File: config.mk
export PLATFORM = sky130hd
export DESIGN_NAME = dbg_print_top
export DESIGN_NICKNAME = d
export VERILOG_FILES = /design/src/dbg_print_pkg.sv /design/src/label_rom.sv /design/src/step_control.sv /design/src/print_sequencer.sv /design/src/dbg_print_top.sv
export VERILOG_INCLUDE_DIRS = /design/src
export SDC_FILE = /design/constraint.sdc
export NUM_CORES = 1
export LEC_CHECK = 0
export ABC_AREA = 1
export BUFFER_PORTS_ARGS = -buffer_cell sky130_fd_sc_hd__buf_2
export CAP_MARGIN = 20
export CORE_AREA = 2 2 144 146
export CTS_CLUSTER_DIAMETER = 50
export DETAILED_ROUTE_END_ITERATION = 8
export DIE_AREA = 0 0 146 148
export HOLD_SLACK_MARGIN = 0.15
export PLACE_DENSITY_LB_ADDON = 0.2
export SLEW_MARGIN = 10
export SYNTH_ARGS = -nofsm -noshare
export SYNTH_HDL_FRONTEND = slang
export SYNTH_SLANG_ARGS = --single-unit
File: constraint.sdc
create_clock -name clk -period 3 [get_ports clk]
set_clock_uncertainty 0.1 [all_clocks]
set_input_delay 0.3 -clock clk [delete_from_list [all_inputs] [get_ports clk]]
set_output_delay 0.3 -clock clk [all_outputs]
set_load 0.02 [all_outputs]
File: src/dbg_print_cfg.svh
`ifndef DBG_PRINT_CFG_SVH
`define DBG_PRINT_CFG_SVH

// Register and transmit word width
`define DBG_WORD_W 32

// Mode select bus
`define DBG_MODE_W 8

// Mode value that selects the print unit
`define DBG_CMD_PRINT 8'h54

// Printed pipeline registers, npc through ctrm
`define DBG_NUM_REGS 10

// Line end characters
`define DBG_CHAR_CR 8'h0d
`define DBG_CHAR_LF 8'h0a

// Follows every register name
`define DBG_CHAR_EQ 8'h3d

`endif

File: src/dbg_print_pkg.sv
`include "dbg_print_cfg.svh"

package dbg_print_pkg;

    // Print order index, 0 = npc ... 9 = ctrm
    typedef logic [3:0] reg_idx_t;

    // Letter position inside a label
    typedef logic [2:0] char_idx_t;

    typedef struct packed {
        logic [`DBG_WORD_W-9:0] pad; // Always zero
        logic [7:0]             ch;
    } tx_char_t;

    // One transmit word, seen either as a character or as raw data
    typedef union packed {
        tx_char_t               as_char;
        logic [`DBG_WORD_W-1:0] as_data;
    } tx_word_u;

endpackage

File: src/label_rom.sv
`timescale 1ns/1ps
`include "dbg_print_cfg.svh"

module label_rom (
    input  dbg_print_pkg::reg_idx_t  reg_idx,
    input  dbg_print_pkg::char_idx_t char_idx,
    output logic [7:0]               label_char,
    output logic                     label_last
);

    logic [31:0]              name; // First letter in the top byte
    dbg_print_pkg::char_idx_t len;
    logic [7:0]               letter;

    always_comb begin
        case (reg_idx)
            4'd0:    begin name = {"NPC", 8'h00}; len = 3'd3; end
            4'd1:    begin name = {"PC", 16'h0};  len = 3'd2; end
            4'd2:    begin name = {"IR", 16'h0};  len = 3'd2; end
            4'd3:    begin name = {"PCD", 8'h00}; len = 3'd3; end
            4'd4:    begin name = {"IRE", 8'h00}; len = 3'd3; end
            4'd5:    begin name = {"IMM", 8'h00}; len = 3'd3; end
            4'd6:    begin name = {"A", 24'h0};   len = 3'd1; end
            4'd7:    begin name = {"B", 24'h0};   len = 3'd1; end
            4'd8:    begin name = {"Y", 24'h0};   len = 3'd1; end
            4'd9:    begin name = "CTRM";         len = 3'd4; end
            default: begin name = 32'h0;          len = 3'd0; end
        endcase
    end

    always_comb begin
        case (char_idx)
            3'd0:    letter = name[31:24];
            3'd1:    letter = name[23:16];
            3'd2:    letter = name[15:8];
            default: letter = name[7:0];
        endcase
    end

    // Position right after the name gives the terminator
    assign label_last = (char_idx >= len);
    assign label_char = label_last ? `DBG_CHAR_EQ : letter;

endmodule

File: src/step_control.sv
`timescale 1ns/1ps
`include "dbg_print_cfg.svh"

module step_control (
    input  logic                   clk,
    input  logic                   rstn,
    input  logic [`DBG_MODE_W-1:0] sel_mode,
    input  logic                   print_done,
    output logic                   clk_cpu,
    output logic                   active,
    output logic                   print_start,
    output logic                   finish
);

    localparam logic [2:0] S_IDLE  = 3'd0;
    localparam logic [2:0] S_PRE   = 3'd1;
    localparam logic [2:0] S_HIGH  = 3'd2;
    localparam logic [2:0] S_LOW   = 3'd3;
    localparam logic [2:0] S_PRINT = 3'd4;
    localparam logic [2:0] S_DONE  = 3'd5;

    logic [2:0] state;
    logic [2:0] state_nxt;
    logic       cmd_match;

    assign cmd_match = (sel_mode == `DBG_CMD_PRINT);

    // Any other mode value aborts from every state
    always_comb begin
        state_nxt = state;
        if (!cmd_match) begin
            state_nxt = S_IDLE;
        end else begin
            case (state)
                S_IDLE:  state_nxt = S_PRE;
                S_PRE:   state_nxt = S_HIGH;
                S_HIGH:  state_nxt = S_LOW;
                S_LOW:   state_nxt = S_PRINT;
                S_PRINT: if (print_done) state_nxt = S_DONE;
                S_DONE:  state_nxt = S_DONE; // Held until the command is withdrawn
                default: state_nxt = S_IDLE;
            endcase
        end
    end

    always_ff @(posedge clk or negedge rstn) begin
        if (!rstn) begin
            state       <= S_IDLE;
            clk_cpu     <= 1'b0;
            active      <= 1'b0;
            print_start <= 1'b0;
            finish      <= 1'b0;
        end else begin
            state       <= state_nxt;
            clk_cpu     <= (state_nxt == S_HIGH); // Single step pulse
            active      <= (state_nxt != S_IDLE);
            print_start <= (state == S_LOW) && (state_nxt == S_PRINT);
            finish      <= (state_nxt == S_DONE);
        end
    end

endmodule

File: src/print_sequencer.sv
`timescale 1ns/1ps
`include "dbg_print_cfg.svh"

module print_sequencer (
    input  logic                     clk,
    input  logic                     rstn,
    input  logic                     active,
    input  logic                     print_start,
    input  logic                     tx_ack,
    input  logic [`DBG_WORD_W-1:0]   npc,
    input  logic [`DBG_WORD_W-1:0]   pc,
    input  logic [`DBG_WORD_W-1:0]   ir,
    input  logic [`DBG_WORD_W-1:0]   pcd,
    input  logic [`DBG_WORD_W-1:0]   ire,
    input  logic [`DBG_WORD_W-1:0]   imm,
    input  logic [`DBG_WORD_W-1:0]   a,
    input  logic [`DBG_WORD_W-1:0]   b,
    input  logic [`DBG_WORD_W-1:0]   y,
    input  logic [`DBG_WORD_W-1:0]   ctrm,
    output dbg_print_pkg::reg_idx_t  reg_idx,
    output dbg_print_pkg::char_idx_t char_idx,
    output logic                     print_done,
    output logic                     tx_req,
    output logic                     tx_type,
    output logic [`DBG_WORD_W-1:0]   tx_data,
    input  logic [7:0]               label_char,
    input  logic                     label_last
);

    localparam logic [2:0] P_IDLE  = 3'd0;
    localparam logic [2:0] P_LABEL = 3'd1;
    localparam logic [2:0] P_DATA  = 3'd2;
    localparam logic [2:0] P_CR    = 3'd3;
    localparam logic [2:0] P_LF    = 3'd4;

    logic [2:0]             phase;
    logic [`DBG_WORD_W-1:0] reg_word;
    dbg_print_pkg::tx_word_u word;
    logic                   accept;

    assign accept = tx_req && tx_ack;

    always_comb begin
        case (reg_idx)
            4'd0:    reg_word = npc;
            4'd1:    reg_word = pc;
            4'd2:    reg_word = ir;
            4'd3:    reg_word = pcd;
            4'd4:    reg_word = ire;
            4'd5:    reg_word = imm;
            4'd6:    reg_word = a;
            4'd7:    reg_word = b;
            4'd8:    reg_word = y;
            4'd9:    reg_word = ctrm;
            default: reg_word = '0;
        endcase
    end

    // Word follows the registered phase, so it stays put while waiting for ack
    always_comb begin
        word    = '0;
        tx_type = 1'b0;
        case (phase)
            P_LABEL: word.as_char.ch = label_char;
            P_DATA: begin
                word.as_data = reg_word;
                tx_type      = 1'b1;
            end
            P_CR:    word.as_char.ch = `DBG_CHAR_CR;
            P_LF:    word.as_char.ch = `DBG_CHAR_LF;
            default: word = '0;
        endcase
    end

    assign tx_data = word;

    always_ff @(posedge clk or negedge rstn) begin
        if (!rstn) begin
            phase      <= P_IDLE;
            reg_idx    <= '0;
            char_idx   <= '0;
            tx_req     <= 1'b0;
            print_done <= 1'b0;
        end else if (!active) begin
            phase      <= P_IDLE;
            reg_idx    <= '0;
            char_idx   <= '0;
            tx_req     <= 1'b0;
            print_done <= 1'b0;
        end else begin
            print_done <= 1'b0;
            if (phase == P_IDLE) begin
                if (print_start) begin
                    phase    <= P_LABEL;
                    reg_idx  <= '0;
                    char_idx <= '0;
                    tx_req   <= 1'b1;
                end
            end else if (accept) begin
                tx_req <= 1'b0; // One idle cycle between words
                case (phase)
                    P_LABEL: begin
                        if (label_last) begin
                            phase    <= P_DATA;
                            char_idx <= '0;
                        end else begin
                            char_idx <= char_idx + 1'b1;
                        end
                    end
                    P_DATA: begin
                        if (reg_idx == `DBG_NUM_REGS - 1) begin
                            phase <= P_CR;
                        end else begin
                            phase   <= P_LABEL;
                            reg_idx <= reg_idx + 1'b1;
                        end
                    end
                    P_CR:    phase <= P_LF;
                    default: begin
                        phase      <= P_IDLE; // LF taken, stream complete
                        print_done <= 1'b1;
                    end
                endcase
            end else begin
                tx_req <= 1'b1;
            end
        end
    end

endmodule

File: src/dbg_print_top.sv
`timescale 1ns/1ps
`include "dbg_print_cfg.svh"

module dbg_print_top (
    input  logic                   clk,
    input  logic                   rstn,
    input  logic [`DBG_MODE_W-1:0] sel_mode,
    input  logic [`DBG_WORD_W-1:0] npc,
    input  logic [`DBG_WORD_W-1:0] pc,
    input  logic [`DBG_WORD_W-1:0] ir,
    input  logic [`DBG_WORD_W-1:0] pcd,
    input  logic [`DBG_WORD_W-1:0] ire,
    input  logic [`DBG_WORD_W-1:0] imm,
    input  logic [`DBG_WORD_W-1:0] a,
    input  logic [`DBG_WORD_W-1:0] b,
    input  logic [`DBG_WORD_W-1:0] y,
    input  logic [`DBG_WORD_W-1:0] ctrm,
    input  logic                   tx_ack,
    output logic                   clk_cpu,
    output logic                   tx_req,
    output logic                   tx_type,
    output logic [`DBG_WORD_W-1:0] tx_data,
    output logic                   finish
);

    logic                     active;
    logic                     print_start;
    logic                     print_done;
    dbg_print_pkg::reg_idx_t  reg_idx;
    dbg_print_pkg::char_idx_t char_idx;
    logic [7:0]               label_char;
    logic                     label_last;

    step_control step_control_inst (
        .clk         (clk),
        .rstn        (rstn),
        .sel_mode    (sel_mode),
        .print_done  (print_done),
        .clk_cpu     (clk_cpu),
        .active      (active),
        .print_start (print_start),
        .finish      (finish)
    );

    label_rom label_rom_inst (
        .reg_idx    (reg_idx),
        .char_idx   (char_idx),
        .label_char (label_char),
        .label_last (label_last)
    );

    print_sequencer print_sequencer_inst (
        .clk         (clk),
        .rstn        (rstn),
        .active      (active),
        .print_start (print_start),
        .tx_ack      (tx_ack),
        .npc         (npc),
        .pc          (pc),
        .ir          (ir),
        .pcd         (pcd),
        .ire         (ire),
        .imm         (imm),
        .a           (a),
        .b           (b),
        .y           (y),
        .ctrm        (ctrm),
        .reg_idx     (reg_idx),
        .char_idx    (char_idx),
        .print_done  (print_done),
        .tx_req      (tx_req),
        .tx_type     (tx_type),
        .tx_data     (tx_data),
        .label_char  (label_char),
        .label_last  (label_last)
    );

endmodule

# Yosys cells after proc, flatten, opt, wreduce, memory -nomap -nowiden
# Memory sizes are Yosys's and may differ from the RTL's.
# Index checks and enable logic that the tools add are counted.
[totals]
ff_bits = 19
mem_bits_ro = 400
inputBits = 331
word_cells = 91
n_memories = 1
[classes]
add_sub_neg = 2
magnitude_cmp = 1
eq_ne = 30
muxes = 36
n_reduce_logical = 11
[memory_table]
columns = ["memory", "words", "word_bits", "read_ports", "rd_ports_with_merged_regs", "wr", "line_no", "source"]
rows = [
  ["(no name shown)", 16, 25, 1, 0, 0, "label_rom.sv:16", "case (reg_idx)"],
]
[ops]
columns = ["op", "count"]
rows = [
  ["$pmux 32 s10", 1],
  ["$mux 3", 13],
  ["$pmux 8 s4", 1],
  ["$mux 24", 1],
  ["$mux 4", 6],
  ["$pmux 8 s3", 1],
  ["$eq 3x2->1 const B", 6],
  ["$pmux 3 s6", 1],
  ["$eq 4x3->1 const B", 4],
  ["$eq 3x3->1 const B", 5],
  ["$eq 3x1->1 const B", 3],
  ["$logic_not 3->1", 3],
  ["$mux 1", 9],
  ["$ne 3x1->1 const B", 3],
  ["$pmux 3 s3", 1],
  ["$eq 4x2->1 const B", 2],
  ["$eq 4x4->1 const B", 2],
  ["$eq 8x7->1 const B", 1],
  ["$mux 8", 1],
  ["$reduce_and 3->1", 2],
  ["$add 4x1->4 const B", 1],
  ["$eq 4x1->1 const B", 1],
  ["$logic_not 4->1", 1],
  ["$ne 4x3->1 const B", 1],
  ["other kinds (9)", 10],
]

# Depth between registers and ports, before layout
# An unclocked memory read counts as a cell.
[depth]
depth_word = 7
mapped_depth = 14
ltp_nobuf = 14

# Modules after synthesis
# Synthesis repeated with hierarchy kept, for this count alone.
[hier_totals]
cells_unflattened = 999
area_unflattened_um2 = 5053.6
[by_module_without_submodules]
columns = ["mod", "n_inst", "cells_per_inst", "area_per_inst_um2"]
rows = [
  ["print_sequencer", 1, 858, 4190.3],
  ["label_rom", 1, 89, 488.0],
  ["step_control", 1, 52, 375.4],
]

# Worst setup path after synthesis
# Ideal clock, no wire load.
[synth_path]
path_kind = "reg-to-output"
start = "register print_sequencer_inst.reg_idx[0]"
end = "output port tx_data[4]"
arrival_ns = 1.986
slack_ns = 0.614
path_stages_with_launch = 14
n_path_buf = 0
path_cell_list = "dfrtp_1 -> inv_1 -> ha_1 -> nand2_4 -> nand2_1 -> nand2_1 -> inv_1 -> ha_1 -> nand3_1 -> nand3_1 -> inv_1 -> o21ai_0 -> o21ai_0 -> nand2_1"
[synth_via]
elab_chain_cells = 4
[synth_lines]
columns = ["item", "line_no", "source"]
rows = [
  ["start: declaration", "print_sequencer.sv:20", "output dbg_print_pkg::reg_idx_t reg_idx,"],
  ["start signal: assignment", "print_sequencer.sv:115", "reg_idx <= reg_idx + 1'b1;"],
  ["$mem_v2 16x25", "--", ""],
  ["$ge 3x3->1 / $pmux 8 s3 (equally long branches)", "label_rom.sv:41, label_rom.sv:32", ""],
  ["$mux 8", "label_rom.sv:42", "assign label_char = label_last ? `DBG_CHAR_EQ : letter;"],
  ["$pmux 8 s4 *", "print_sequencer.sv:63", "case (phase)"],
  ["end: declaration", "dbg_print_top.sv:22", "output logic [`DBG_WORD_W-1:0] tx_data,"],
]
# Every way passes the cells marked *; elsewhere a longest branch is shown, timed or not.

# Final worst setup path
[layout_path]
start = "register print_sequencer_inst.reg_idx[0]"
end = "output port tx_data[31]"
[layout_via]
elab_chain_cells = 3
[layout_lines]
columns = ["item", "line_no", "source"]
rows = [
  ["$eq 4x4->1 (tied with other cells)", "print_sequencer.sv:44", "case (reg_idx)"],
  ["$pmux 32 s10 *", "print_sequencer.sv:44", ""],
  ["$mux 24 *", "print_sequencer.sv:63", ""],
]
# Marked as above.

==> flow_summary.json <==
{
  "run_status": "complete, no violations",
  "global_route.overflow_total": 0,
  "fin_crit_ns": 2.82,
  "groute.usage.overall_pct": 22.4,
  "cap_violations": 0,
  "synthesis_to_layout_area_growth_pct": 53.2,
  "hold_viol_final": 0,
  "placement.setup.worst_slack_ns": 0.130,
  "pin_count": 367,
  "fraction_of_synthesis_flops_using_an_asynchronous_set_or_reset_pin_pct": 100,
  "grt_first_pass_wirelength_um": 37400,
  "critPathRequiredTime_ns": 2.60,
  "number_of_enable_flip_flop_cells_after_synthesis": 0,
  "synth.net_count": 1250,
  "synth_cells": 907,
  "grt_busiest_layer": "met2",
  "tritoncts_num_sinks": 19,
  "placement.cell_area_mm2": 0.00644,
  "synth.yosys.seq_area_share_pct": 10.9,
  "worst_hold_startpoint": "tx_ack",
  "num_vias": 6722,
  "layout.nets": 1616,
  "ctsHtreeMaxLevel": 1,
  "setup_total_negative_slack_ns": 0,
  "layout_cell_share_with_drive_strength_beyond_1_pct": 34.4,
  "postLayoutCoreUtil_pct": 33.4,
  "drv_slew": 0,
  "r2r.worst_path.cells": 14,
  "layout_worst_path_cycle_share_pct": 94.0,
  "drt.antenna.violating_nets": 0,
  "globalRouteMet2Util_pct": 40.5,
  "cp_slowest_stage_delay_ns": 0.46,
  "std_cell_rows": 52,
  "floorplan.die.height_um": 148,
  "synthesis.area_mm2": 0.00436,
  "timing.max_slew.rel_slack_pct": 48.3,
  "final_cell_mix": "sky130_fd_sc_hd__nand2_1, sky130_fd_sc_hd__buf_2, sky130_fd_sc_hd__nor2_1, sky130_fd_sc_hd__inv_1, sky130_fd_sc_hd__o21ai_1",
  "list_of_cells_traversed_by_the_critical_path": "inv_4, ha_1, clkinvlp_4, nor2_4, buf_4, nand2_1, nand2_1, nor2_2, nand2_1, o21ai_0, inv_1, buf_2",
  "tightestPinTransition_ns": 0.775,
  "final_cells": 1548,
  "worst_r2r_start": "print_sequencer_inst.reg_idx[0]",
  "setup_violations": 0,
  "postLayoutCellArea_mm2": 0.00669,
  "cp-start-kind": "register",
  "path_max_fanout": 6,
  "setup.worst_path.class": "reg -> out",
  "start_util_pct": 21.8,
  "core_region_area_mm2": 0.0200,
  "p_per_area_mw_per_mm2": 119,
  "groute.layer.met1.usage_pct": 27.1,
  "post_detailed_route_drc_marker_count": 0,
  "antenna_found_initial": 7,
  "synth_area_per_cell_um2": 4.81,
  "hold_path.class": "in -> reg",
  "cts_tree": "built",
  "synth_ff_type": "sky130_fd_sc_hd__dfrtp_1",
  "number_of_global_route_vias_before_repair": 6609,
  "drt-vias-per-instance": 4.34,
  "cts_root_buf": "sky130_fd_sc_hd__clkbuf_16",
  "hold_slack_ns": 0.198,
  "timing.rr.end": "print_sequencer_inst.phase[2]",
  "met3_layer_usage_reported_by_global_route_pct": 3.36,
  "r2r_slack_ns": 0.71,
  "die_area_mm2": 0.0216,
  "max-clock-path-buffers": 2,
  "yosys_warnings": 0,
  "place_congestion": 0.945,
  "clk_latency_ns": 0.25,
  "dp_hpwl_um": 21000,
  "achievable-frequency_mhz": 355,
  "crit_slowest_cell": "sky130_fd_sc_hd__dfrtp_2",
  "detailedRoute.firstIterationViolations": 368,
  "hold_end": "print_sequencer_inst.print_done",
  "clk_pin_slew_ns": 0.05,
  "power.static_leakage_nw": 4.47,
  "critical-path-top-cell-by-count": "sky130_fd_sc_hd__nand2_1",
  "worst_slack_ns": 0.179,
  "detail_route.wl_per_cell_um": 17.0,
  "grt_max_degree": 32,
  "worstHoldPathCells": 3,
  "drt-total-wl_um": 26300,
  "die_w_um": 146,
  "portBuffers": 366,
  "fillers": 2397,
  "report.power.total_mw": 0.794,
  "timing.critical_path.arrival_ns": 2.42,
  "netlist-cell-type-count": 29,
  "place_inst": 1529,
  "worstSetupEndpointType": "primary output",
  "drt_pass1_iterations": 5,
  "power.ir.vdd_worst_uv": 196,
  "synth_seq_cells": 19,
  "layout_commonest_cell": "sky130_fd_sc_hd__nand2_1",
  "cts_inserted_buffers": 3
}
[how the worst max path moves through the flow]
stage                  end                            start  slack, ns  depth (start not counted)
2_1_floorplan   tx_data[4]  print_sequencer_inst.reg_idx[0]       0.61                         13
3_3_place_gp    tx_data[4]  print_sequencer_inst.reg_idx[0]       0.15                         14
3_5_place_dp    tx_data[4]  print_sequencer_inst.reg_idx[0]       0.13                         14
4_1_cts        tx_data[31]  print_sequencer_inst.reg_idx[0]     0.0006                         11
5_1_grt         tx_data[4]  print_sequencer_inst.reg_idx[2]      -0.01                         13
6_report       tx_data[31]  print_sequencer_inst.reg_idx[0]       0.18                         12
[layer usage]
metal,vias to the layer above,share of wire (%)
met2,255,50
met1,2926,42
met4,2,2.7
met3,42,5.8
li1,3497,-
met5,-,0.049
[state kept, by name (all words and copies together) (netlist names)]
signal and cells:
step_control_inst.print_start 1, print_sequencer_inst.phase 3, step_control_inst.active 1, step_control_inst.state 3, step_control_inst.finish 1, print_sequencer_inst.char_idx 3, step_control_inst.clk_cpu 1, print_sequencer_inst.print_done 1
print_sequencer_inst.tx_req 1, print_sequencer_inst.reg_idx 4
[critical path: cells and delay by family, from the launching register on]
kind | cells | cell delay (ns)
buf+inv | 5 | 0.69
simple gates | 5 | 0.58
flops | 1 | 0.46
fa+ha+maj | 1 | 0.25
compound gates | 1 | 0.20
[cells by family after synthesis]
family / Yosys count / synth area share (%)
DFF: 19 / 10.9
and+or+nand+nor: 721 / 66.6
buffers and inverters: 98 / 12.2
xor gates and xnor gates: 1 / 0.201
AOI/OAI and AO/OA: 56 / 6.68
adders and majority gates: 12 / 3.44
[report_power, final]
part	switching, mW	total (mW)	internal (mW)
clock	0.0979	0.277	0.179
sequential	0.000217	0.257	0.257
combinational	0.0980	0.260	0.162
total	0.196	0.794	0.598
[repair_timing]
action,4_1_cts,5_1_grt
endpoints found under the hold margin,19,0
setup endpoints to repair,31,32
cloned,1,3
hold buffers,1,0
resized for setup,6,13
setup buffers,0,4
pin swaps,2,4
[synth_stat cells, drive strengths merged, types with 2 or more instances]
| library cell | number | area (um^2) |
|---|---|---|
| a211oi | 2 | 15.0 |
| a21oi | 7 | 35.0 |
| buf | 34 | 288 |
| clkbuf | 3 | 11.3 |
| dfrtp | 19 | 475 |
| ha | 12 | 150 |
| inv | 61 | 234 |
| nand2 | 579 | 2210 |
| nand3 | 20 | 113 |
| nand3b | 8 | 60.1 |
| nand4 | 7 | 43.8 |
| nor2 | 100 | 443 |
| nor3 | 5 | 25.0 |
| o21ai | 46 | 234 |
[layout make-up]
| type | count | area (um^2) | share of cell area, % |
|---|---|---|---|
| well taps | 270 | 338 | 5.05 |
| flip-flops and latches | 19 | 479 | 7.17 |
| multi-input cells | 794 | 3440 | 51.4 |
| repair buffers | 394 | 2100 | 31.4 |
| diodes | 6 | 15.0 | 0.225 |
| clock buffers | 3 | 75.1 | 1.12 |
| clock inverters | 1 | 5.00 | 0.0749 |
| inverters | 61 | 240 | 3.59 |
(Power assumes the default switching activity.)
